[src/spi_map_pkg.sv]
package spi_map_pkg;

  // **********************************************************************
  // host side address map
  // byte address = {bank, offset}, 32 bits sent msb first
  // **********************************************************************

  localparam logic [7:0]  cmd_write   = 8'h00;    // only command understood

  localparam logic [15:0] bank_points = 16'h1cdd; // vertex buffer, x/y words
  localparam logic [15:0] bank_regs   = 16'h1cde; // color and length regs

  // register offsets inside bank_regs
  localparam logic [1:0] reg_color_msb = 2'd0;
  localparam logic [1:0] reg_color_lsb = 2'd1;
  localparam logic [1:0] reg_len_msb   = 2'd2;
  localparam logic [1:0] reg_len_lsb   = 2'd3;   // write here kicks off a plot

  // word address into the point buffer, byte address is one bit wider
  localparam int unsigned ram_addr_bits = 10;

endpackage

[src/lcd_pkg.sv]
package lcd_pkg;

  // **********************************************************************
  // display side widths and codes
  // **********************************************************************

  localparam int unsigned coord_bits = 8;   // low byte of each vertex word
  localparam int unsigned color_bits = 16;  // rgb565
  localparam int unsigned len_bits   = 12;  // length in bytes, 2048 max

  // caset + 4, raset + 4, ramwr + 2
  localparam int unsigned pixel_bytes = 13;

  // st7789 commands used per pixel
  typedef enum logic [7:0] {
    caset = 8'h2a,
    raset = 8'h2b,
    ramwr = 8'h2c
  } lcd_cmd_e;

  typedef enum logic [2:0] {
    draw_idle,
    draw_fetch_x,
    draw_fetch_y,
    draw_step,
    draw_last
  } draw_state_e;

  typedef enum logic [1:0] {
    wr_idle,
    wr_load,
    wr_shift
  } write_state_e;

endpackage

[src/point_bus_if.sv]
`timescale 1ns/1ps

// byte writes from the host, 16 bit reads for the drawer
interface point_bus_if;
  logic                                  wr;     // one clk strobe
  logic [spi_map_pkg::ram_addr_bits:0]   waddr;  // byte address
  logic [7:0]                            wdata;
  logic [spi_map_pkg::ram_addr_bits-1:0] raddr;  // word address
  logic [15:0]                           rdata;  // valid one clk after raddr

  modport host (output wr, output waddr, output wdata);

  modport ram (
    input  wr,
    input  waddr,
    input  wdata,
    input  raddr,
    output rdata
  );

  modport reader (output raddr, input rdata);
endinterface

[src/host_spi_slave.sv]
`timescale 1ns/1ps

module host_spi_slave (
  input  logic                             clk,
  input  logic                             reset,
  input  logic                             spi_csn,
  input  logic                             spi_clk,
  input  logic                             spi_mosi,
  point_bus_if.host                        bus,
  output logic                             plot,
  output logic [lcd_pkg::color_bits-1:0]   color,
  output logic [lcd_pkg::len_bits-1:0]     len
);

  logic [1:0]  csn_sync;
  logic [1:0]  sck_sync;
  logic [1:0]  mosi_sync;
  logic        sck_prev;
  logic        sck_rise;
  logic [2:0]  bit_cnt;    // bits of current byte
  logic [6:0]  shreg;
  logic [7:0]  rx_byte;
  logic [2:0]  phase;      // 0 cmd, 1..4 addr, 5 data
  logic        is_write;
  logic [31:0] addr;
  logic [15:0] bank;

  // rising sck only counted inside a transfer
  assign sck_rise = sck_sync[1] & ~sck_prev & ~csn_sync[1];
  assign rx_byte  = {shreg, mosi_sync[1]};
  assign bank     = addr[31:16];

  // **********************************************************************
  // pin synchronizer
  // **********************************************************************
  always_ff @(posedge clk) begin
    if (reset) begin
      csn_sync  <= 2'b11;
      sck_sync  <= 2'b00;
      mosi_sync <= 2'b00;
      sck_prev  <= 1'b0;
    end else begin
      csn_sync  <= {csn_sync[0], spi_csn};
      sck_sync  <= {sck_sync[0], spi_clk};
      mosi_sync <= {mosi_sync[0], spi_mosi};
      sck_prev  <= sck_sync[1];
    end
  end

  // **********************************************************************
  // byte framing and decode
  // **********************************************************************
  always_ff @(posedge clk) begin
    if (reset) begin
      bus.wr   <= 1'b0;
      plot     <= 1'b0;
      bit_cnt  <= '0;
      phase    <= '0;
      is_write <= 1'b0;
      len      <= '0;
    end else begin
      bus.wr <= 1'b0; // strobes default low
      plot   <= 1'b0;
      if (csn_sync[1]) begin
        bit_cnt <= '0; // deselect restarts framing
        phase   <= '0;
      end else if (sck_rise) begin
        shreg   <= rx_byte[6:0];
        bit_cnt <= bit_cnt + 3'd1;
        if (bit_cnt == 3'd7) begin
          if (phase == 3'd0) begin
            is_write <= (rx_byte == spi_map_pkg::cmd_write);
            phase    <= 3'd1;
          end else if (phase != 3'd5) begin
            addr  <= {addr[23:0], rx_byte}; // address msb first
            phase <= phase + 3'd1;
          end else if (is_write) begin
            addr <= addr + 32'd1; // auto increment
            if (bank == spi_map_pkg::bank_points) begin
              bus.wr    <= 1'b1;
              bus.waddr <= addr[spi_map_pkg::ram_addr_bits:0];
              bus.wdata <= rx_byte;
            end else if (bank == spi_map_pkg::bank_regs) begin
              case (addr[1:0])
                spi_map_pkg::reg_color_msb: color[15:8] <= rx_byte;
                spi_map_pkg::reg_color_lsb: color[7:0]  <= rx_byte;
                spi_map_pkg::reg_len_msb:   len[11:8]   <= rx_byte[3:0];
                spi_map_pkg::reg_len_lsb: begin
                  len[7:0] <= rx_byte; // len lsb starts a plot
                  plot     <= 1'b1;
                end
              endcase
            end
          end
        end
      end
    end
  end

  // host deselects only between whole bytes
  a_csn_on_byte: assert property (@(posedge clk) disable iff (reset)
    $rose(csn_sync[1]) |-> bit_cnt == 3'd0)
    else $error("host deselected in the middle of a byte");

endmodule

[src/flat_wrapper.sv]
// flat-port wrapper written by rule: the top's interface ports become plain ports
module host_spi_slave_flat 
  (clk, reset, spi_csn, spi_clk, spi_mosi, plot, color, len, bus_wr, bus_waddr, bus_wdata);
  point_bus_if bus_i ();
  input  logic clk;
  input  logic reset;
  input  logic spi_csn;
  input  logic spi_clk;
  input  logic spi_mosi;
  output logic plot;
  output logic [lcd_pkg::color_bits-1:0] color;
  output logic [lcd_pkg::len_bits-1:0] len;
  output wire logic [$bits(bus_i.wr)-1:0] bus_wr;
  output wire logic [$bits(bus_i.waddr)-1:0] bus_waddr;
  output wire logic [$bits(bus_i.wdata)-1:0] bus_wdata;
  assign bus_wr = bus_i.wr;
  assign bus_waddr = bus_i.waddr;
  assign bus_wdata = bus_i.wdata;
  host_spi_slave u_core (.clk(clk), .reset(reset), .spi_csn(spi_csn), .spi_clk(spi_clk), .spi_mosi(spi_mosi), .bus(bus_i), .plot(plot), .color(color), .len(len));
endmodule
[config.mk]
export PLATFORM = sky130hd
export DESIGN_NAME = host_spi_slave_flat
export DESIGN_NICKNAME = d
export VERILOG_FILES = /design/src/spi_map_pkg.sv /design/src/lcd_pkg.sv /design/src/point_bus_if.sv /design/src/host_spi_slave.sv /design/src/flat_wrapper.sv
export SDC_FILE = /design/constraint.sdc
export NUM_CORES = 1
export LEC_CHECK = 0
export BUFFER_PORTS_ARGS = -buffer_cell sky130_fd_sc_hd__buf_2
export CAP_MARGIN = 40
export CORE_MARGIN = 4
export CORE_UTILIZATION = 50
export CTS_CLUSTER_DIAMETER = 120
export DETAILED_ROUTE_END_ITERATION = 10
export GPL_TIMING_DRIVEN = 0
export PLACE_DENSITY = 0.7
export SYNTH_ARGS = -nofsm -noshare
export SYNTH_HDL_FRONTEND = slang
export SYNTH_SLANG_ARGS = --single-unit
[constraint.sdc]
create_clock -name clk -period 4.7 [get_ports clk]
set_input_delay 0 -clock clk [delete_from_list [all_inputs] [get_ports clk]]
set_output_delay 0 -clock clk [all_outputs]
set_load 0.02 [all_outputs]
* Word-level counts from Yosys, hierarchy flattened
Index checks and enable logic that the tools add are counted.
** Cells by class
- Bitwise gates (word level) :: 12
- Muxes and demuxes :: 6
- Equal/unequal tests :: 7
- Add/subtract/negate cells :: 3
- Reduce and logical (&&, ||, !) cells :: 17
** Operators by type and width (count)
- 32-bit two-way mux :: 2
- 32-bit by 1-bit adder with 32-bit output (second input constant) :: 1
- 16-bit by 13-bit == test with 1-bit output (second input constant) :: 2
- 10-bit AND reduction :: 2
- 9-bit AND reduction :: 2
- 1-bit inverter :: 10
- 9-bit OR reduction :: 1
- 8-bit logical NOT :: 1
- 8-bit AND reduction :: 1
- 7-bit OR reduction :: 1
- 3-bit by 1-bit adder with 3-bit output (second input constant) :: 2
- 3-bit two-way mux :: 2
- 3-bit AND reduction :: 2
- 6-bit AND reduction :: 1
- 2-bit == test (second input constant) :: 2
- 4-bit AND reduction :: 1
- 2-bit nonzero test :: 2
- 3-bit == test (second input constant) :: 1
- 3-bit logical NOT :: 1
- 3-bit inequality test (second input constant) :: 1
- 1-bit AND :: 2
- 2-bit by 1-bit == test with 1-bit output (second input constant) :: 1
- 2-bit logical NOT :: 1
- 1-bit two-way mux :: 2
- 2-bit OR reduction :: 1
** Word-level totals
- Bits of input ports :: 5
- Output and inout bits :: 49
- Register bits :: 102
- Logic and storage cells :: 62

* Logic depth before layout (Yosys ltp)
- Word-level depth :: 5
- Gate-level depth with buffers :: 7
- Mapped depth without buffers :: 7

* Least setup slack after synthesis
OpenSTA, ideal clock, no wires.
- Kind :: reg-to-reg
- From :: reg u_core.addr[30]
- To :: reg u_core.bus.waddr[0], enable pin
- Arrival :: 3.405 ns
- Path slack :: 0.852 ns
- Setup time :: 0.444 ns
- Period minus slack after synthesis :: 3.848 ns
- Path buffers :: 0
- Data required time :: 4.256 ns
- Stages on the path, launching flop included :: 5
- Path through :: edfxtp_1 nand4b_2 or4_1 or3_4 nor4_1
** Between the ends
- Longest elaborated chain between the ends :: 2
** RTL lines
- start, declared :: line host_spi_slave.sv:25 : logic [31:0] addr;
- start signal, assigned :: line host_spi_slave.sv:75 : addr <= {addr[23:0], rx_byte};
- start signal, assigned :: line host_spi_slave.sv:78 : addr <= addr + 32'd1;
- 16-bit by 13-bit == test with 1-bit output :: line host_spi_slave.sv:79 : if (bank == spi_map_pkg::bank_points) begin
- 8-bit AND reduction (no line)
- end signal, assigned :: line host_spi_slave.sv:81 : bus.waddr <= addr[spi_map_pkg::ram_addr_bits:0];
- end, declared :: line point_bus_if.sv:11 : modport host (output wr, output waddr, output wdata);
No other way between the ends.
A chain may end at the register's enable or synchronous reset.

* Worst setup path in the final report
- From :: reg u_core.phase[0]
- To :: reg u_core.bus.waddr[4], enable pin
** Between the ends
- Longest elaborated chain between the ends :: 3
- Elaborated cells on any way between the ends :: 5
- Those cells by class :: eq/ne: 1; bitwise: 2; reduce/logical: 2
** RTL lines
- start, declared :: line host_spi_slave.sv:23 : logic [2:0] phase;
- start signal, assigned :: line host_spi_slave.sv:76 : phase <= phase + 3'd1;
- 3-bit inequality test / 3-bit logical NOT (equally long branches) :: line host_spi_slave.sv:74, host_spi_slave.sv:71
- 1-bit inverter (no line)
- 8-bit AND reduction (no line) (*)
Every way passes the cells marked *; elsewhere a longest branch is shown, timed or not.

==> results.cfg <==
[status]
outcome = finished clean

[logic_synthesis]
synthTopCellsByArea = edfxtp_1 51%, dfxtp_1 13%, xor2_1 4.0%, o21ai_0 3.8%, nand2_1 3.3%
ys_warn_count = 0
syn_area_per_cell_um2 = 12.29
netlist.area_leader.share_pct = 50.93
syn_nets = 369
synth.largest_area_cell = edfxtp_1
synth_cells = 355
ys_seq_area_share_pct = 63.78
synth_area_um2 = 4363
synth.distinct_cells = 37
yosys_register_bits = 102

[clock_tree]
clk_pin_slew_ns = 0.11
numCtsBuffers = 9
cts_resized = 0
cts_tree = done
h-tree-depth = 3
clkLatencyLatePin_ns = 0.37
cts_setup_buffers = 0
cts.sinks = 102
clockRootBuffer = clkbuf_8
clockBufferDepth = 2
cts_hold_buf = 3

[finish]
syn2layout_area_growth_pct = 16.35
fillers = 688
final_common_cell = edfxtp_1
antenna-diode-count = 0
stdcell_count = 538
fin_nets = 442
fin_area_um2 = 5076
finish.utilization_pct = 60.86
drive_gt1_share_pct = 20.32
mostFrequentLayoutCells = 74 x edfxtp_1, 55 x buf_2, 38 x nand2_1

[global_route]
grt_use_total_pct = 17.95
met2_usage_pct = 28.72
grt_pass1_vias = 2871
grt_first_pass_wirelength_mm = 14.41
grtUsageMet3_pct = 3.512
grt_max_degree = 21
top_usage_layer = met2
grt_use_met1_pct = 24.15
overflow = 0
antenna_found_initial = 0

[sta]
rsz0062_at_grt = no
hold_viol = 0
fmax_mhz = 337.2
fin_ws_ns = 1.735
slew_headroom_pct = 49.20
holdWs_ns = 0.1147
fin_crit_ns = 2.965
finalSetupViolations = 0
skew_ns = 0.01178
maxSlewViolCount = 0
fin_crit_sh_pct = 63.09
tightest_slew_ns = 0.7592

[detailed_routing]
viasPerCell = 5.424
drc = 0
dr.pass1.iters = 5
final_antenna_net_count = 0
vias = 2918
routed_wirelength_mm = 8.551
wl_per_cell_um = 15.89
drt_iter0_markers = 199

[placement]
pre_cts_ws_ns = 1.750
dp_hpwl_mm = 6.156
io_buffers = 53
place_area_um2 = 4825
place_inst = 519
place.gp.congestion = 0.8892

[floorplanning]
fp.dieH_um = 101.4
initial_core_util_pct = 52.31
die_w_um = 101.4
core_area_um2 = 8341
rows = 33
ioPinCount = 54
die-area_um2 = 10280

[power_and_ir_drop]
powerDensity_nw_per_um2 = 305.2
pwr-share-clk_pct = 37.5
power.leakage_nw = 1.886
p_sw_w = 0.0003446
combPwrFrac_pct = 0.8
internal_power_w = 0.001205
p_seq_share_pct = 61.8
peakVddDrop_uv = 148.2
p_sw_share_pct = 22.24

[setup_path]
cp.arrival_ns = 3.05
startpoint_type = flip-flop
rr_worst_depth = 7
cp_max_fo = 8
ff2ff_setup_slack_ns = 1.73
required_ns = 4.78
worst_r2r_endpoint = u_core.bus.waddr[4]
critical_path_class = flip-flop to flip-flop
critPathCaptureType = flip-flop
r2r_start = u_core.phase[0]

[min_path]
hold_depth = 3
min_from = reset
min_path_type = input pin to flip-flop
holdPathEnd = u_core.len[5]

[flow_run]
max_cap_violations = 0
[registers in the layout, indices dropped and copies added (netlist names)]
name,count
u_core.csn_sync,2
u_core.mosi_sync,2
u_core.bus.waddr,11
u_core.shreg,7
u_core.bus.wr,1
u_core.len,12
u_core.color,16
u_core.sck_sync,2
u_core.is_write,1
u_core.addr,32
u_core.bit_cnt,3
u_core.phase,3
u_core.sck_prev,1
u_core.plot,1
u_core.bus.wdata,8
[power by group through the flow]
stage	combinational, W	clock [W]	sequential [W]
2_1_floorplan	0.00000684	0	0.000976
3_3_place_gp	0.00000978	0	0.000977
3_5_place_dp	0.0000101	0	0.000977
4_1_cts	0.0000121	0.000589	0.000957
5_1_grt	0.0000138	0.000633	0.000958
6_report	0.0000120	0.000581	0.000957
[worst max path at each step]
| stage | startpoint | end | slack, ns | cells after the start |
|---|---|---|---|---|
| after floorplan | u_core.addr[30] | u_core.bus.waddr[0] | 0.85 | 4 |
| after global placement | u_core.sck_sync[1] | u_core.addr[12] | -0.13 | 3 |
| after detailed placement | u_core.phase[0] | u_core.bus.waddr[7] | 1.75 | 7 |
| after CTS | u_core.phase[0] | u_core.bus.waddr[4] | 1.73 | 7 |
| after global routing | u_core.phase[0] | u_core.bus.waddr[4] | 1.54 | 7 |
| final | u_core.phase[0] | u_core.bus.waddr[4] | 1.73 | 7 |
[worst max-delay path, cell delays in order (launching register included)]
cell      delay, ns
dfxtp_1        0.41
ha_1           0.20
and2_1         0.23
nand4b_1       0.28
or3_4          0.48
nor4_2         0.60
buf_4          0.29
buf_4          0.19
[layer usage]
metal / routed length (um) / share of wire, % / vias to the layer above
met5: 0 / 0 / -
met4: 146 / 1.7 / 0
met3: 502 / 5.9 / 17
met2: 4082 / 48 / 90
met1: 3820 / 45 / 1380
li1: - / - / 1431
[cell families (layout without fill, tap and decap cells)]
family	Yosys count	after routing	synth area share (%)
AO/OA/AOI/OAI	38	38	4.445
flip-flops	102	102	63.78
AND/OR/NAND/NOR	144	144	18.21
adder cells (fa/ha/maj)	9	9	2.581
buffers and inverters	17	95	1.491
XOR/XNOR	30	30	6.022
multiplexers	15	15	3.470
[synth_stat cells, drive strengths merged]
library cell / count
mux2i: 14
nand3b: 1
nand2b: 2
nand4b: 5
a21oi: 4
or2: 3
nand2: 38
dfxtp: 28
mux2: 1
nand4: 11
nor3: 5
nand3: 19
o311ai: 1
o21ai: 33
nor4b: 1
nor2b: 7
and2: 5
xor2: 20
and4: 1
clkbuf: 10
buf: 1
and3: 8
xnor2: 10
edfxtp: 74
and4bb: 1
ha: 9
inv: 6
or3: 2
and3b: 1
nor3b: 1
or4: 2
nor4: 7
nor2: 24
[metrics by stage]
step	power, W	setup TNS, ns
floorplan	0.0009831	0
global placement	0.0009871	-4.273
detailed placement	0.0009876	0
CTS	0.001557	0
global route	0.001605	0
finish	0.001549	0
[area by class of cell]
class,instances,area [um2],area share [%]
inverters,6,22.52,0.4437
well taps,105,131.4,2.588
flip-flops and latches,102,2783,54.82
clock inverters,6,72.57,1.430
repair buffers,62,349.1,6.877
multi-input cells,236,1526,30.07
clock buffers,10,148.9,2.933
plain buffers,11,42.54,0.8381
Power figures use the tool's default switching activity.
