File: src/spi_map_pkg.sv
package spi_map_pkg;

  // **********************************************************************
  // host side address map
  // byte address = {bank, offset}, 32 bits sent msb first
  // **********************************************************************

  localparam logic [7:0]  cmd_write   = 8'h00;    // only command understood

  localparam logic [15:0] bank_points = 16'h1cdd; // vertex buffer, x/y words
  localparam logic [15:0] bank_regs   = 16'h1cde; // color and length regs

  // register offsets inside bank_regs
  localparam logic [1:0] reg_color_msb = 2'd0;
  localparam logic [1:0] reg_color_lsb = 2'd1;
  localparam logic [1:0] reg_len_msb   = 2'd2;
  localparam logic [1:0] reg_len_lsb   = 2'd3;   // write here kicks off a plot

  // word address into the point buffer, byte address is one bit wider
  localparam int unsigned ram_addr_bits = 10;

endpackage

File: src/lcd_pkg.sv
package lcd_pkg;

  // **********************************************************************
  // display side widths and codes
  // **********************************************************************

  localparam int unsigned coord_bits = 8;   // low byte of each vertex word
  localparam int unsigned color_bits = 16;  // rgb565
  localparam int unsigned len_bits   = 12;  // length in bytes, 2048 max

  // caset + 4, raset + 4, ramwr + 2
  localparam int unsigned pixel_bytes = 13;

  // st7789 commands used per pixel
  typedef enum logic [7:0] {
    caset = 8'h2a,
    raset = 8'h2b,
    ramwr = 8'h2c
  } lcd_cmd_e;

  typedef enum logic [2:0] {
    draw_idle,
    draw_fetch_x,
    draw_fetch_y,
    draw_step,
    draw_last
  } draw_state_e;

  typedef enum logic [1:0] {
    wr_idle,
    wr_load,
    wr_shift
  } write_state_e;

endpackage

File: src/point_bus_if.sv
`timescale 1ns/1ps

// byte writes from the host, 16 bit reads for the drawer
interface point_bus_if;
  logic                                  wr;     // one clk strobe
  logic [spi_map_pkg::ram_addr_bits:0]   waddr;  // byte address
  logic [7:0]                            wdata;
  logic [spi_map_pkg::ram_addr_bits-1:0] raddr;  // word address
  logic [15:0]                           rdata;  // valid one clk after raddr

  modport host (output wr, output waddr, output wdata);

  modport ram (
    input  wr,
    input  waddr,
    input  wdata,
    input  raddr,
    output rdata
  );

  modport reader (output raddr, input rdata);
endinterface

File: src/pixel_if.sv
`timescale 1ns/1ps

// one pixel at a time, drawer -> display writer
interface pixel_if;
  logic                            pix;    // strobe, only while busy low
  logic [lcd_pkg::coord_bits-1:0]  x;
  logic [lcd_pkg::coord_bits-1:0]  y;
  logic [lcd_pkg::color_bits-1:0]  color;
  logic                            busy;   // writer still shifting

  modport source (
    output pix,
    output x,
    output y,
    output color,
    input  busy
  );

  modport sink (input pix, input x, input y, input color, output busy);
endinterface

File: src/polyline_drawer.sv
`timescale 1ns/1ps

module polyline_drawer (
  input  logic                             clk,
  input  logic                             reset,
  input  logic                             plot,
  input  logic [lcd_pkg::color_bits-1:0]   color,
  input  logic [lcd_pkg::len_bits-1:0]     len,
  point_bus_if.reader                      ram,
  pixel_if.source                          px,
  output logic                             busy
);

  lcd_pkg::draw_state_e state;

  logic [lcd_pkg::len_bits-3:0]   vidx;        // vertex being loaded
  logic [lcd_pkg::len_bits-3:0]   vlast;       // index of final vertex
  logic                           got_x;
  logic                           first;       // loading vertex 0
  logic                           final_sent;
  logic [lcd_pkg::coord_bits-1:0] cx, cy;      // bresenham position
  logic [lcd_pkg::coord_bits-1:0] ex, ey;      // segment end
  logic [lcd_pkg::coord_bits-1:0] xq, ny;
  logic                           sx_neg, sy_neg;
  logic signed [11:0]             dx, dy, err, e2;
  logic signed [11:0]             adx, ady;
  logic                           x_step, y_step;
  logic                           ready;
  logic [lcd_pkg::color_bits-1:0] color_q;

  assign ready     = !px.busy && !px.pix;      // writer can take a pixel
  assign ram.raddr = {vidx[spi_map_pkg::ram_addr_bits-2:0], state == lcd_pkg::draw_fetch_y};
  assign px.color  = color_q;
  assign ny        = ram.rdata[lcd_pkg::coord_bits-1:0];

  // segment deltas from current point to new vertex
  assign adx = (xq >= cx) ? $signed({4'b0000, xq - cx}) : $signed({4'b0000, cx - xq});
  assign ady = (ny >= cy) ? $signed({4'b0000, ny - cy}) : $signed({4'b0000, cy - ny});

  assign e2     = err <<< 1;
  assign x_step = (e2 >= dy);
  assign y_step = (e2 <= dx);

  always_ff @(posedge clk) begin
    if (reset) begin
      state      <= lcd_pkg::draw_idle;
      busy       <= 1'b0;
      px.pix     <= 1'b0;
      vidx       <= '0;
      got_x      <= 1'b0;
      first      <= 1'b0;
      final_sent <= 1'b0;
    end else begin
      px.pix <= 1'b0;
      case (state)
        lcd_pkg::draw_idle: begin
          if (plot && len != '0) begin // len 0 draws nothing
            busy       <= 1'b1;
            color_q    <= color;
            vidx       <= '0;
            if (len[lcd_pkg::len_bits-1:2] == '0) begin
              vlast <= '0;          // partial vertex still draws vertex 0
            end else begin
              vlast <= len[lcd_pkg::len_bits-1:2] - 1'b1;
            end
            first      <= 1'b1;
            final_sent <= 1'b0;
            state      <= lcd_pkg::draw_fetch_x;
          end
        end
        lcd_pkg::draw_fetch_x: begin
          got_x <= 1'b0;          // x word addressed this cycle
          state <= lcd_pkg::draw_fetch_y;
        end
        lcd_pkg::draw_fetch_y: begin
          if (!got_x) begin
            xq    <= ram.rdata[lcd_pkg::coord_bits-1:0];
            got_x <= 1'b1;
          end else if (first) begin
            cx    <= xq;          // vertex 0 is the start point
            cy    <= ny;
            first <= 1'b0;
            if (vlast == '0) begin
              state <= lcd_pkg::draw_last;
            end else begin
              vidx  <= vidx + 1'b1;
              state <= lcd_pkg::draw_fetch_x;
            end
          end else begin
            ex     <= xq;
            ey     <= ny;
            dx     <= adx;
            dy     <= -ady;       // dy kept negative
            err    <= adx - ady;
            sx_neg <= (xq < cx);
            sy_neg <= (ny < cy);
            state  <= lcd_pkg::draw_step;
          end
        end
        lcd_pkg::draw_step: begin
          if (ready) begin
            if (cx == ex && cy == ey) begin // end point left to next segment
              if (vidx == vlast) begin
                state <= lcd_pkg::draw_last;
              end else begin
                vidx  <= vidx + 1'b1;
                state <= lcd_pkg::draw_fetch_x;
              end
            end else begin
              px.pix <= 1'b1;
              px.x   <= cx;
              px.y   <= cy;
              if (x_step) cx <= sx_neg ? cx - 1'b1 : cx + 1'b1;
              if (y_step) cy <= sy_neg ? cy - 1'b1 : cy + 1'b1;
              err <= err + (x_step ? dy : 12'sd0) + (y_step ? dx : 12'sd0);
            end
          end
        end
        default: begin  // draw_last
          if (ready) begin
            if (!final_sent) begin
              px.pix     <= 1'b1; // final vertex only once
              px.x       <= cx;
              px.y       <= cy;
              final_sent <= 1'b1;
            end else begin
              busy  <= 1'b0;      // writer drained
              state <= lcd_pkg::draw_idle;
            end
          end
        end
      endcase
    end
  end

  // writer must be free whenever a pixel is offered
  a_pix_free: assert property (@(posedge clk) disable iff (reset) px.pix |-> !px.busy)
    else $error("pixel offered while writer busy");

endmodule

File: src/flat_wrapper.sv
// flat-port wrapper written by rule: the top's interface ports become plain ports
module polyline_drawer_flat 
  (clk, reset, plot, color, len, busy, ram_raddr, ram_rdata, px_pix, px_x, px_y, px_color, px_busy);
  point_bus_if ram_i ();
  pixel_if px_i ();
  input  logic clk;
  input  logic reset;
  input  logic plot;
  input  logic [lcd_pkg::color_bits-1:0] color;
  input  logic [lcd_pkg::len_bits-1:0] len;
  output logic busy;
  output wire logic [$bits(ram_i.raddr)-1:0] ram_raddr;
  input wire logic [$bits(ram_i.rdata)-1:0] ram_rdata;
  output wire logic [$bits(px_i.pix)-1:0] px_pix;
  output wire logic [$bits(px_i.x)-1:0] px_x;
  output wire logic [$bits(px_i.y)-1:0] px_y;
  output wire logic [$bits(px_i.color)-1:0] px_color;
  input wire logic [$bits(px_i.busy)-1:0] px_busy;
  assign ram_raddr = ram_i.raddr;
  assign ram_i.rdata = ram_rdata;
  assign px_pix = px_i.pix;
  assign px_x = px_i.x;
  assign px_y = px_i.y;
  assign px_color = px_i.color;
  assign px_i.busy = px_busy;
  polyline_drawer u_core (.clk(clk), .reset(reset), .plot(plot), .color(color), .len(len), .ram(ram_i), .px(px_i), .busy(busy));
endmodule
File: config.mk
export PLATFORM = sky130hd
export DESIGN_NAME = polyline_drawer_flat
export DESIGN_NICKNAME = d
export VERILOG_FILES = /design/src/spi_map_pkg.sv /design/src/lcd_pkg.sv /design/src/point_bus_if.sv /design/src/pixel_if.sv /design/src/polyline_drawer.sv /design/src/flat_wrapper.sv
export SDC_FILE = /design/constraint.sdc
export NUM_CORES = 1
export LEC_CHECK = 0
export BUFFER_PORTS_ARGS = -buffer_cell sky130_fd_sc_hd__buf_4
export CORE_UTILIZATION = 35
export CTS_BUF_LIST = sky130_fd_sc_hd__clkbuf_4
export CTS_CLUSTER_DIAMETER = 40
export DETAILED_ROUTE_END_ITERATION = 8
export SYNTH_ARGS = -nofsm -noshare
export SYNTH_HDL_FRONTEND = slang
export SYNTH_SLANG_ARGS = --single-unit
File: constraint.sdc
create_clock -name clk -period 6.8 [get_ports clk]
set_input_delay 1.36 -clock clk [delete_from_list [all_inputs] [get_ports clk]]
set_output_delay 1.36 -clock clk [all_outputs]
set_load 0.03 [all_outputs]
# After elaboration in Yosys (flattened, before gate mapping)
# Cells that the tools add are included.
word_totals:
  out_inout_bits: 44
  romBits: 0
  input_bits: 48
  latch_bits: 0
  n_memories: 0
  register_bits: 138
  ramBits: 0
classes:
  multipliers: 0
  n_shift: 0
  n_bitwise: 5
  n_lt_le_gt_ge: 6
  eq_ne: 18
  mux: 66
  addsub: 14
  reduce_logical: 31
  div: 0
ops:
  columns: ["op", "n"]
  rows:
  - ["$mux 8", 22]
  - ["$mux 12", 6]
  - ["$mux 10", 7]
  - ["$pmux 8 s2", 4]
  - ["$sub 8x8->8", 4]
  - ["$pmux 10 s3", 1]
  - ["$mux 3", 9]
  - ["$add 12x12->12", 2]
  - ["$pmux 12 s2", 1]
  - ["$logic_not 10->1", 2]
  - ["$add 8x1->8 const B", 2]
  - ["$eq 8x8->1", 2]
  - ["$ge 8x8->1", 2]
  - ["$lt 8x8->1", 2]
  - ["$sub 8x1->8 const B", 2]
  - ["$ne 2x1->1 const B", 7]
  - ["$reduce_and 7->1", 2]
  - ["$ge 12x12->1", 1]
  - ["$le 12x12->1", 1]
  - ["$neg 12->12", 1]
  - ["$pmux 3 s4", 1]
  - ["$reduce_and 3->1", 4]
  - ["$reduce_and 6->1", 2]
  - ["$reduce_bool 12->1", 1]
  - ["other kinds (21)", 52]

# Logic depth before layout (Yosys ltp)
# Gate-level depths: netlist (run 1).
depth:
  ltp_word: 7
  depth_mapped: 23
  depth_no_buf: 22

# Worst setup path before layout (run 1)
# Ideal clock, no wire load.
synth_path:
  path_type: "input -> register"
  startpoint: "input reset"
  endpoint: "register u_core.dx[0] (enable)"
  path_slack_ps: 985
  required_time_ps: 6271
  t_arrival_ps: 5286
  path_stages: 2
  cell_sequence: "clkbuf_1 nor4bb_1"
synth_between:
  elab_chain_cells: 2
synth_rtl:
  columns: ["element", "line_no", "source"]
  rows:
  - ["start: declaration", "flat_wrapper.sv:7", "input logic reset;"]
  - ["$not 1->1 (no source line)", null, null]
  - ["$reduce_and 4->1 (no source line)", null, null]
  - ["end signal: assignment", "polyline_drawer.sv:92", "dx <= adx;"]
  - ["end: declaration", "polyline_drawer.sv:25", "logic signed [11:0] dx, dy, err, e2;"]
# No other way between the ends.
# A chain may end at the register's enable or synchronous reset.

# Worst setup path in the final report (run 1)
layout_path:
  startpoint: "register u_core.err[0]"
  endpoint: "register u_core.err[10], data pin"
layout_between:
  elab_chain_cells: 7
  elab_cells_between_ends: 9
  cone_classes: "add/sub (2); order compare (2); mux (5)"
layout_rtl:
  columns: ["element", "line_no", "source"]
  rows:
  - ["start: declaration", "polyline_drawer.sv:25", null]
  - ["start signal: assignment", "polyline_drawer.sv:94", "err <= adx - ady;"]
  - ["start signal: assignment", "polyline_drawer.sv:115", "err <= err + (x_step ? dy : 12'sd0) + (y_step ? dx : 12'sd0);"]
  - ["$ge 12x12->1", "polyline_drawer.sv:41", "assign x_step = (e2 >= dy);"]
  - ["$mux 12", "polyline_drawer.sv:115", null]
  - ["$add 12x12->12", "polyline_drawer.sv:115", null]
  - ["$add 12x12->12 *", "polyline_drawer.sv:115", null]
  - ["$mux 12 *", "polyline_drawer.sv:102", "if (cx == ex && cy == ey) begin"]
  - ["$mux 12 *", "polyline_drawer.sv:101", "if (ready) begin"]
  - ["$pmux 12 s2 *", "polyline_drawer.sv:55", "case (state)"]
# Every way passes the cells marked *; elsewhere a longest branch is shown, timed or not. The select of a mux whose other input is x is not followed.

==> flow_summary.json, run 1 <==
{
  "status": "finished clean",
  "path_class": "reg2reg",
  "post_cts_resized": 0,
  "crit_chain": "ha_1 > nor2b_1 > o21a_1 > o21a_1 > o21ai_0 > nand2_1 > xnor2_1 > nand2_1 > fa_1 > inv_1 > ha_1 > a21o_1 > a21oi_1 > o21ai_0 > o41ai_1 > o21ai_0 > and4_1 > o31ai_1",
  "grt_pass1_wl_um": 30400,
  "vias": 6021,
  "dieArea_um2": 25400,
  "fin_crit_ps": 5210,
  "nets": 1066,
  "dp.cells": 1224,
  "ys_seq_area_share_pct": 44.1,
  "cts_tree": "built",
  "rr_startpoint": "u_core.err[0]$_DFFE_PP_",
  "muxShareOfSynthArea_pct": 1.59,
  "dieWidth_um": 159,
  "critPathBufInv": 1,
  "synth-compound-area-share_pct": 12.3,
  "slew_viol_final": 0,
  "dr.first_iter.drc_count": 314,
  "combPwrFrac_pct": 47.5,
  "cp-end-kind": "register",
  "yosysUniqueCellTypes": 62,
  "multiInputGateArea_um2": 4340,
  "ys_async_sr_fraction_pct": 0,
  "ys_seq_elements": 133,
  "grt_max_degree": 39,
  "yosys.area.top_type_share_pct": 39.9,
  "portBuffers": 83,
  "max_freq_ghz": 0.192,
  "ant_nets": 0,
  "setup_violations": 0,
  "synth-edff-count": 115,
  "post_cts_buffers": 0,
  "fillers": 2409,
  "syn_to_final_growth_pct": 14.2,
  "synth_xor_area_share_pct": 8.15,
  "tightest_slew_ps": 1080,
  "routedWlPerCell_um": 14.7,
  "grt_overflow": 0,
  "core.rowCount": 57,
  "clock_latency_ps": 540,
  "synthSimpleGateAreaFrac_pct": 12.2,
  "clk_pin_slew_ps": 110,
  "ios": 92,
  "timing.final.crit_share_pct": 76.6,
  "rsz0062_at_grt": "no",
  "fin_skew_ps": 20.9,
  "ys.flop_type": "edfxtp_1",
  "cp_slowest_stage_delay_ps": 570,
  "antenna_found_initial": 1,
  "hold_start": "u_core.busy$_SDFFE_PP0P_",
  "cp_top_family": "compound AO/OA/AOI/OAI gates",
  "hold_viol": 0,
  "r2r_cells": 18,
  "r2r_slack_ps": 1590,
  "yosys.area.top_type": "edfxtp_1",
  "synth_common_cells": "edfxtp_1, inv_1, ha_1",
  "clkPwrFrac_pct": 16.3,
  "clock-sinks": 133,
  "drtPass1Iterations": 5,
  "synth_top_family_by_area": "adder cells",
  "regArea_um2": 3810,
  "dpl.hpwl_um": 14300,
  "pwr-share-seq_pct": 36.2,
  "pwr_density_cell_nw_per_um2": 319,
  "ir_drop_uv": 103,
  "maxSlewHeadroom_pct": 27.8,
  "synth_cells": 837,
  "floorplan.initialDensity_pct": 35.6,
  "routed_via_density": 4.78,
  "finalSetupTns_ps": 0,
  "drv_cap": 0,
  "mappedNetlistNets": 984,
  "cp-start-kind": "register",
  "synth.area.top_cells": "edfxtp_1, ha_1, xnor2_1, inv_1, dfxtp_1",
  "routed_wl_um": 18500,
  "synthAdderAreaFrac_pct": 15.7,
  "grt_pass1_vias": 5912,
  "whs_path_depth": 2,
  "netSwitchingFraction_pct": 39.0,
  "required_ps": 7170,
  "fin_total_pwr_w": 0.00316,
  "synthMostInstantiatedCell": "edfxtp_1",
  "gp_congestion": 0.813,
  "root_buffer": "clkbuf_4",
  "h-tree-depth": 4,
  "track_usage_pct": 15.2,
  "drive_gt1_share_pct": 14.8,
  "cts-buffers-inserted": 17,
  "die_h_um": 159,
  "core_area_um2": 24300,
  "p_switching_w": 0.00123,
  "critPathMostFrequentCell": "o21ai_0",
  "slowest_stage": "fa_1",
  "min_to": "u_core.busy$_SDFFE_PP0P_",
  "drc": 0,
  "avgSynthCellArea_um2": 10.3,
  "leakagePower_nw": 4.16,
  "arrival_ps": 5580,
  "ctsLongestPathBuffers": 2,
  "crit_fanout": 7,
  "min-delay-path-class": "reg2reg",
  "r2r_end": "u_core.err[10]$_DFFE_PP_",
  "yosysWarnings": 0,
  "synth_area_um2": 8660,
  "cts_hold_buf": 0,
  "power.internal_w": 0.00193,
  "final_util_pct": 40.6,
  "fin_cells": 1260
}
-- cell families (layout without fill, tap and decap cells) --
| group | count (synthesis) | count (layout) |
|---|---|---|
| compound gates | 173 | 173 |
| fa+ha+maj | 99 | 99 |
| other cells | 0 | 5 |
| simple gates | 215 | 215 |
| flops | 133 | 133 |
| xor+xnor | 78 | 78 |
| buf+inv | 126 | 220 |
| mux | 13 | 13 |
-- worst register-to-register path: stages (launching register included) --
cell and delay (ps):
edfxtp_1 460, ha_1 310, nor2b_1 130, o21a_1 170, o21a_1 160, o21ai_0 410, nand2_1 130, xnor2_1 550
nand2_1 150, fa_1 570, inv_1 60, ha_1 290, a21o_1 180, a21oi_1 220, o21ai_0 190, o41ai_1 430
o21ai_0 210, and4_1 240, o31ai_1 210
-- worst max path at each step --
stage / slack, ps / cells after the start / to / from
after floorplan: 990 / 2 / u_core.dx[0]$_DFFE_PP_ / reset
after CTS: 1520 / 18 / u_core.err[10]$_DFFE_PP_ / u_core.err[0]$_DFFE_PP_
after detailed placement: 1520 / 19 / u_core.err[8]$_DFFE_PP_ / ram_rdata[0]
after global routing: 1100 / 18 / u_core.err[10]$_DFFE_PP_ / u_core.err[0]$_DFFE_PP_
final: 1590 / 18 / u_core.err[10]$_DFFE_PP_ / u_core.err[0]$_DFFE_PP_
after global placement: 1580 / 19 / u_core.err[8]$_DFFE_PP_ / ram_rdata[0]
-- state kept, by name, summed over array words and instances (netlist names), 3 cells and up --
register	count
u_core.cx	8
u_core.vlast	10
u_core.ex	8
u_core.px.color	16
u_core.state	3
u_core.cy	8
u_core.px.x	8
u_core.err	11
u_core.dy	12
u_core.vidx	10
u_core.ey	8
u_core.px.y	8
u_core.dx	8
u_core.xq	8
-- metal layers --
layer / vias up / track usage (%) / part of all wire [%]
li1: 3090 / - / -
met5: - / 0 / 0
met3: 15 / 2.81 / 2.6
met2: 92 / 24.7 / 47
met1: 2824 / 20.5 / 49
met4: 0 / 4.68 / 1.3
-- cell usage in the layout, fill, tap and decap left out, types with 4 or more instances in the layout --
cell type	instances
ha_1	83
nand4_1	15
nor4_1	5
nor2_1	47
xor2_1	18
o21bai_1	6
xnor2_1	57
or3_1	7
mux2i_1	10
o31ai_1	4
inv_1	99
nor3_1	12
buf_4	90
nand3b_1	4
diode_2	5
fa_1	16
o21ai_0	52
clkbuf_4	21
nand3_1	16
a21oi_1	54
edfxtp_1	115
dfxtp_1	18
nor2b_1	9
and2_1	8
nand2b_1	6
o21a_1	6
nand2_1	70
a21o_1	25
-- area by class of cell --
| class | instances | area share, % |
|---|---|---|
| antenna | 5 | 0.127 |
| timing repair buffer | 90 | 6.84 |
| clock buffer | 21 | 1.60 |
| sequential | 133 | 38.6 |
| inverter | 99 | 3.76 |
| clock inverter | 10 | 1.10 |
| tap | 324 | 4.10 |
| multi-input combinational | 578 | 43.9 |
-- power by group through the flow --
stage                     logic, W  registers (W)  clock network, W
after floorplan            0.00114        0.00116                 0
after global placement     0.00148        0.00116                 0
after detailed placement   0.00150        0.00116                 0
after CTS                  0.00151        0.00114          0.000532
after global routing       0.00170        0.00116          0.000564
final                      0.00150        0.00114          0.000515
-- through the flow --
stage,hold WS (ps),setup slack (ps),cell area (um2)
after floorplan,457,985,8660
after global placement,472,1580,9600
after detailed placement,483,1520,9600
after CTS,499,1520,9870
after global routing,531,1100,9880
final,496,1590,9880
Note: power is estimated with default switching activity, not from simulation.
==> run 2, diff against run 1 <==
clock period = 5.4 ns   (was 6.8 ns; I/O delays follow)
==> flow_summary.json, run 2 (same netlist as run 1, synthesis figures left out) <==
{
  "status": "finished clean",
  "dieWidth_um": 159,
  "clock_latency_ps": 540,
  "required_ps": 5760,
  "crit_chain": "ha_1 > a21o_1 > a21o_1 > a221oi_1 > nand2_1 > xnor2_1 > buf_4 > nand2_1 > fa_1 > inv_1 > ha_1 > a21o_1 > a21oi_1 > o21ai_0 > o41ai_1 > o21ai_0 > and4_1 > o31ai_1",
  "cp-end-kind": "register",
  "cts-buffers-inserted": 17,
  "top_usage_layer": "met2",
  "fin_area_um2": 9900,
  "rsz0062_at_grt": "no",
  "hold_viol": 0,
  "routed_wl_um": 19100,
  "core_area_um2": 24300,
  "portBuffers": 83,
  "post_cts_resized": 0,
  "critPathMostFrequentCell": "a21o_1",
  "cp-start-kind": "register",
  "clock-sinks": 133,
  "track_usage_pct": 15.5,
  "maxSlewHeadroom_pct": 28.7,
  "slew_viol_final": 0,
  "dr.first_iter.drc_count": 492,
  "die_h_um": 159,
  "nets": 1069,
  "grt_max_degree": 39,
  "arrival_ps": 5340,
  "ir_drop_uv": 152,
  "dieArea_um2": 25400,
  "h-tree-depth": 4,
  "crit_fanout": 10,
  "largest_reg_flops": 16,
  "antenna_found_initial": 1,
  "fin_crit_ps": 4980,
  "cp_slowest_stage_delay_ps": 490,
  "worst_slack_ps": 420,
  "path_class": "reg2reg",
  "floorplan.initialDensity_pct": 35.6,
  "timing.final.crit_share_pct": 92.2,
  "final_common_cell": "edfxtp_1",
  "cts_hold_buf": 0,
  "drive_gt1_share_pct": 15.1,
  "cts_tree": "built",
  "grt_pass1_wl_um": 31000,
  "ant_nets": 0,
  "dp_slack_ps": 541,
  "setup_violations": 0,
  "r2r_slack_ps": 420,
  "fin_skew_ps": 25.5,
  "whs_ps": 484,
  "drc": 0,
  "dpl.hpwl_um": 14400,
  "grt_pass1_vias": 5942,
  "final_cell_mix": "edfxtp_1, inv_1, buf_4",
  "met2_usage_pct": 25.3,
  "routedWlPerCell_um": 15.1,
  "core.rowCount": 57,
  "pwr_density_cell_nw_per_um2": 406,
  "syn_to_final_growth_pct": 14.4,
  "min-delay-path-class": "reg2reg",
  "max_freq_ghz": 0.201,
  "finalSetupTns_ps": 0,
  "leakagePower_nw": 4.18,
  "grt_overflow": 0,
  "ios": 92,
  "vias": 6142,
  "post_cts_buffers": 0,
  "drv_cap": 0,
  "grtUsageMet1_pct": 21.2,
  "ctsLongestPathBuffers": 2,
  "placed_cell_area_um2": 9630,
  "drtPass1Iterations": 5,
  "slowest_stage": "a221oi_1",
  "gp_congestion": 0.817,
  "clk_pin_slew_ps": 120,
  "root_buffer": "clkbuf_4",
  "tightest_slew_ps": 1070,
  "routed_via_density": 4.87,
  "grt_use_met3_pct": 2.68
}
-- run 2: worst max-delay path, delay by kind of cell, from the launching register on --
kind | cells | cell delay, ps
flip-flops | 1 | 440
AO/OA/AOI/OAI | 9 | 2340
AND/OR/NAND/NOR | 3 | 470
buffers and inverters | 2 | 330
adder cells (fa/ha/maj) | 3 | 970
XOR/XNOR | 1 | 270
-- run 2: power breakdown --
group	internal, W	switching [W]
sequential	0.00132	0.000120
clock	0.000276	0.000383
combinational	0.000825	0.00109
-- run 2: stage by stage --
step,util [%],total power [W],std cells
6_report,40.7,0.00402,1260
5_1_grt,40.7,0.00437,1260
4_1_cts,40.7,0.00405,1259
3_5_place_dp,39.6,0.00338,1227
3_3_place_gp,39.6,0.00334,1227
2_1_floorplan,-,0.00290,837
-- run 2: path summary, 6_finish.rpt --
kind | cells after the start | end | from
hold reg to reg | 2 | u_core.busy$_SDFFE_PP0P_ | u_core.busy$_SDFFE_PP0P_
setup reg to reg | 18 | u_core.err[10]$_DFFE_PP_ | u_core.err[8]$_DFFE_PP_
hold / removal | 2 | u_core.busy$_SDFFE_PP0P_ | u_core.busy$_SDFFE_PP0P_
setup / recovery | 18 | u_core.err[10]$_DFFE_PP_ | u_core.err[8]$_DFFE_PP_
-- run 2: cell type report --
cell class / instances / area [um2]
clock buffer: 18 / 135
antenna: 1 / 2.50
tap: 324 / 405
inverter: 99 / 372
sequential: 133 / 3810
timing repair buffer: 93 / 698
clock inverter: 14 / 135
fill: 2363 / 14400
multi-input combinational: 578 / 4340
-- run 2: metal layers --
metal,wire [um],up-vias
met5,0,-
met4,165,0
met3,676,13
met2,9050,111
met1,9160,2927
li1,-,3091
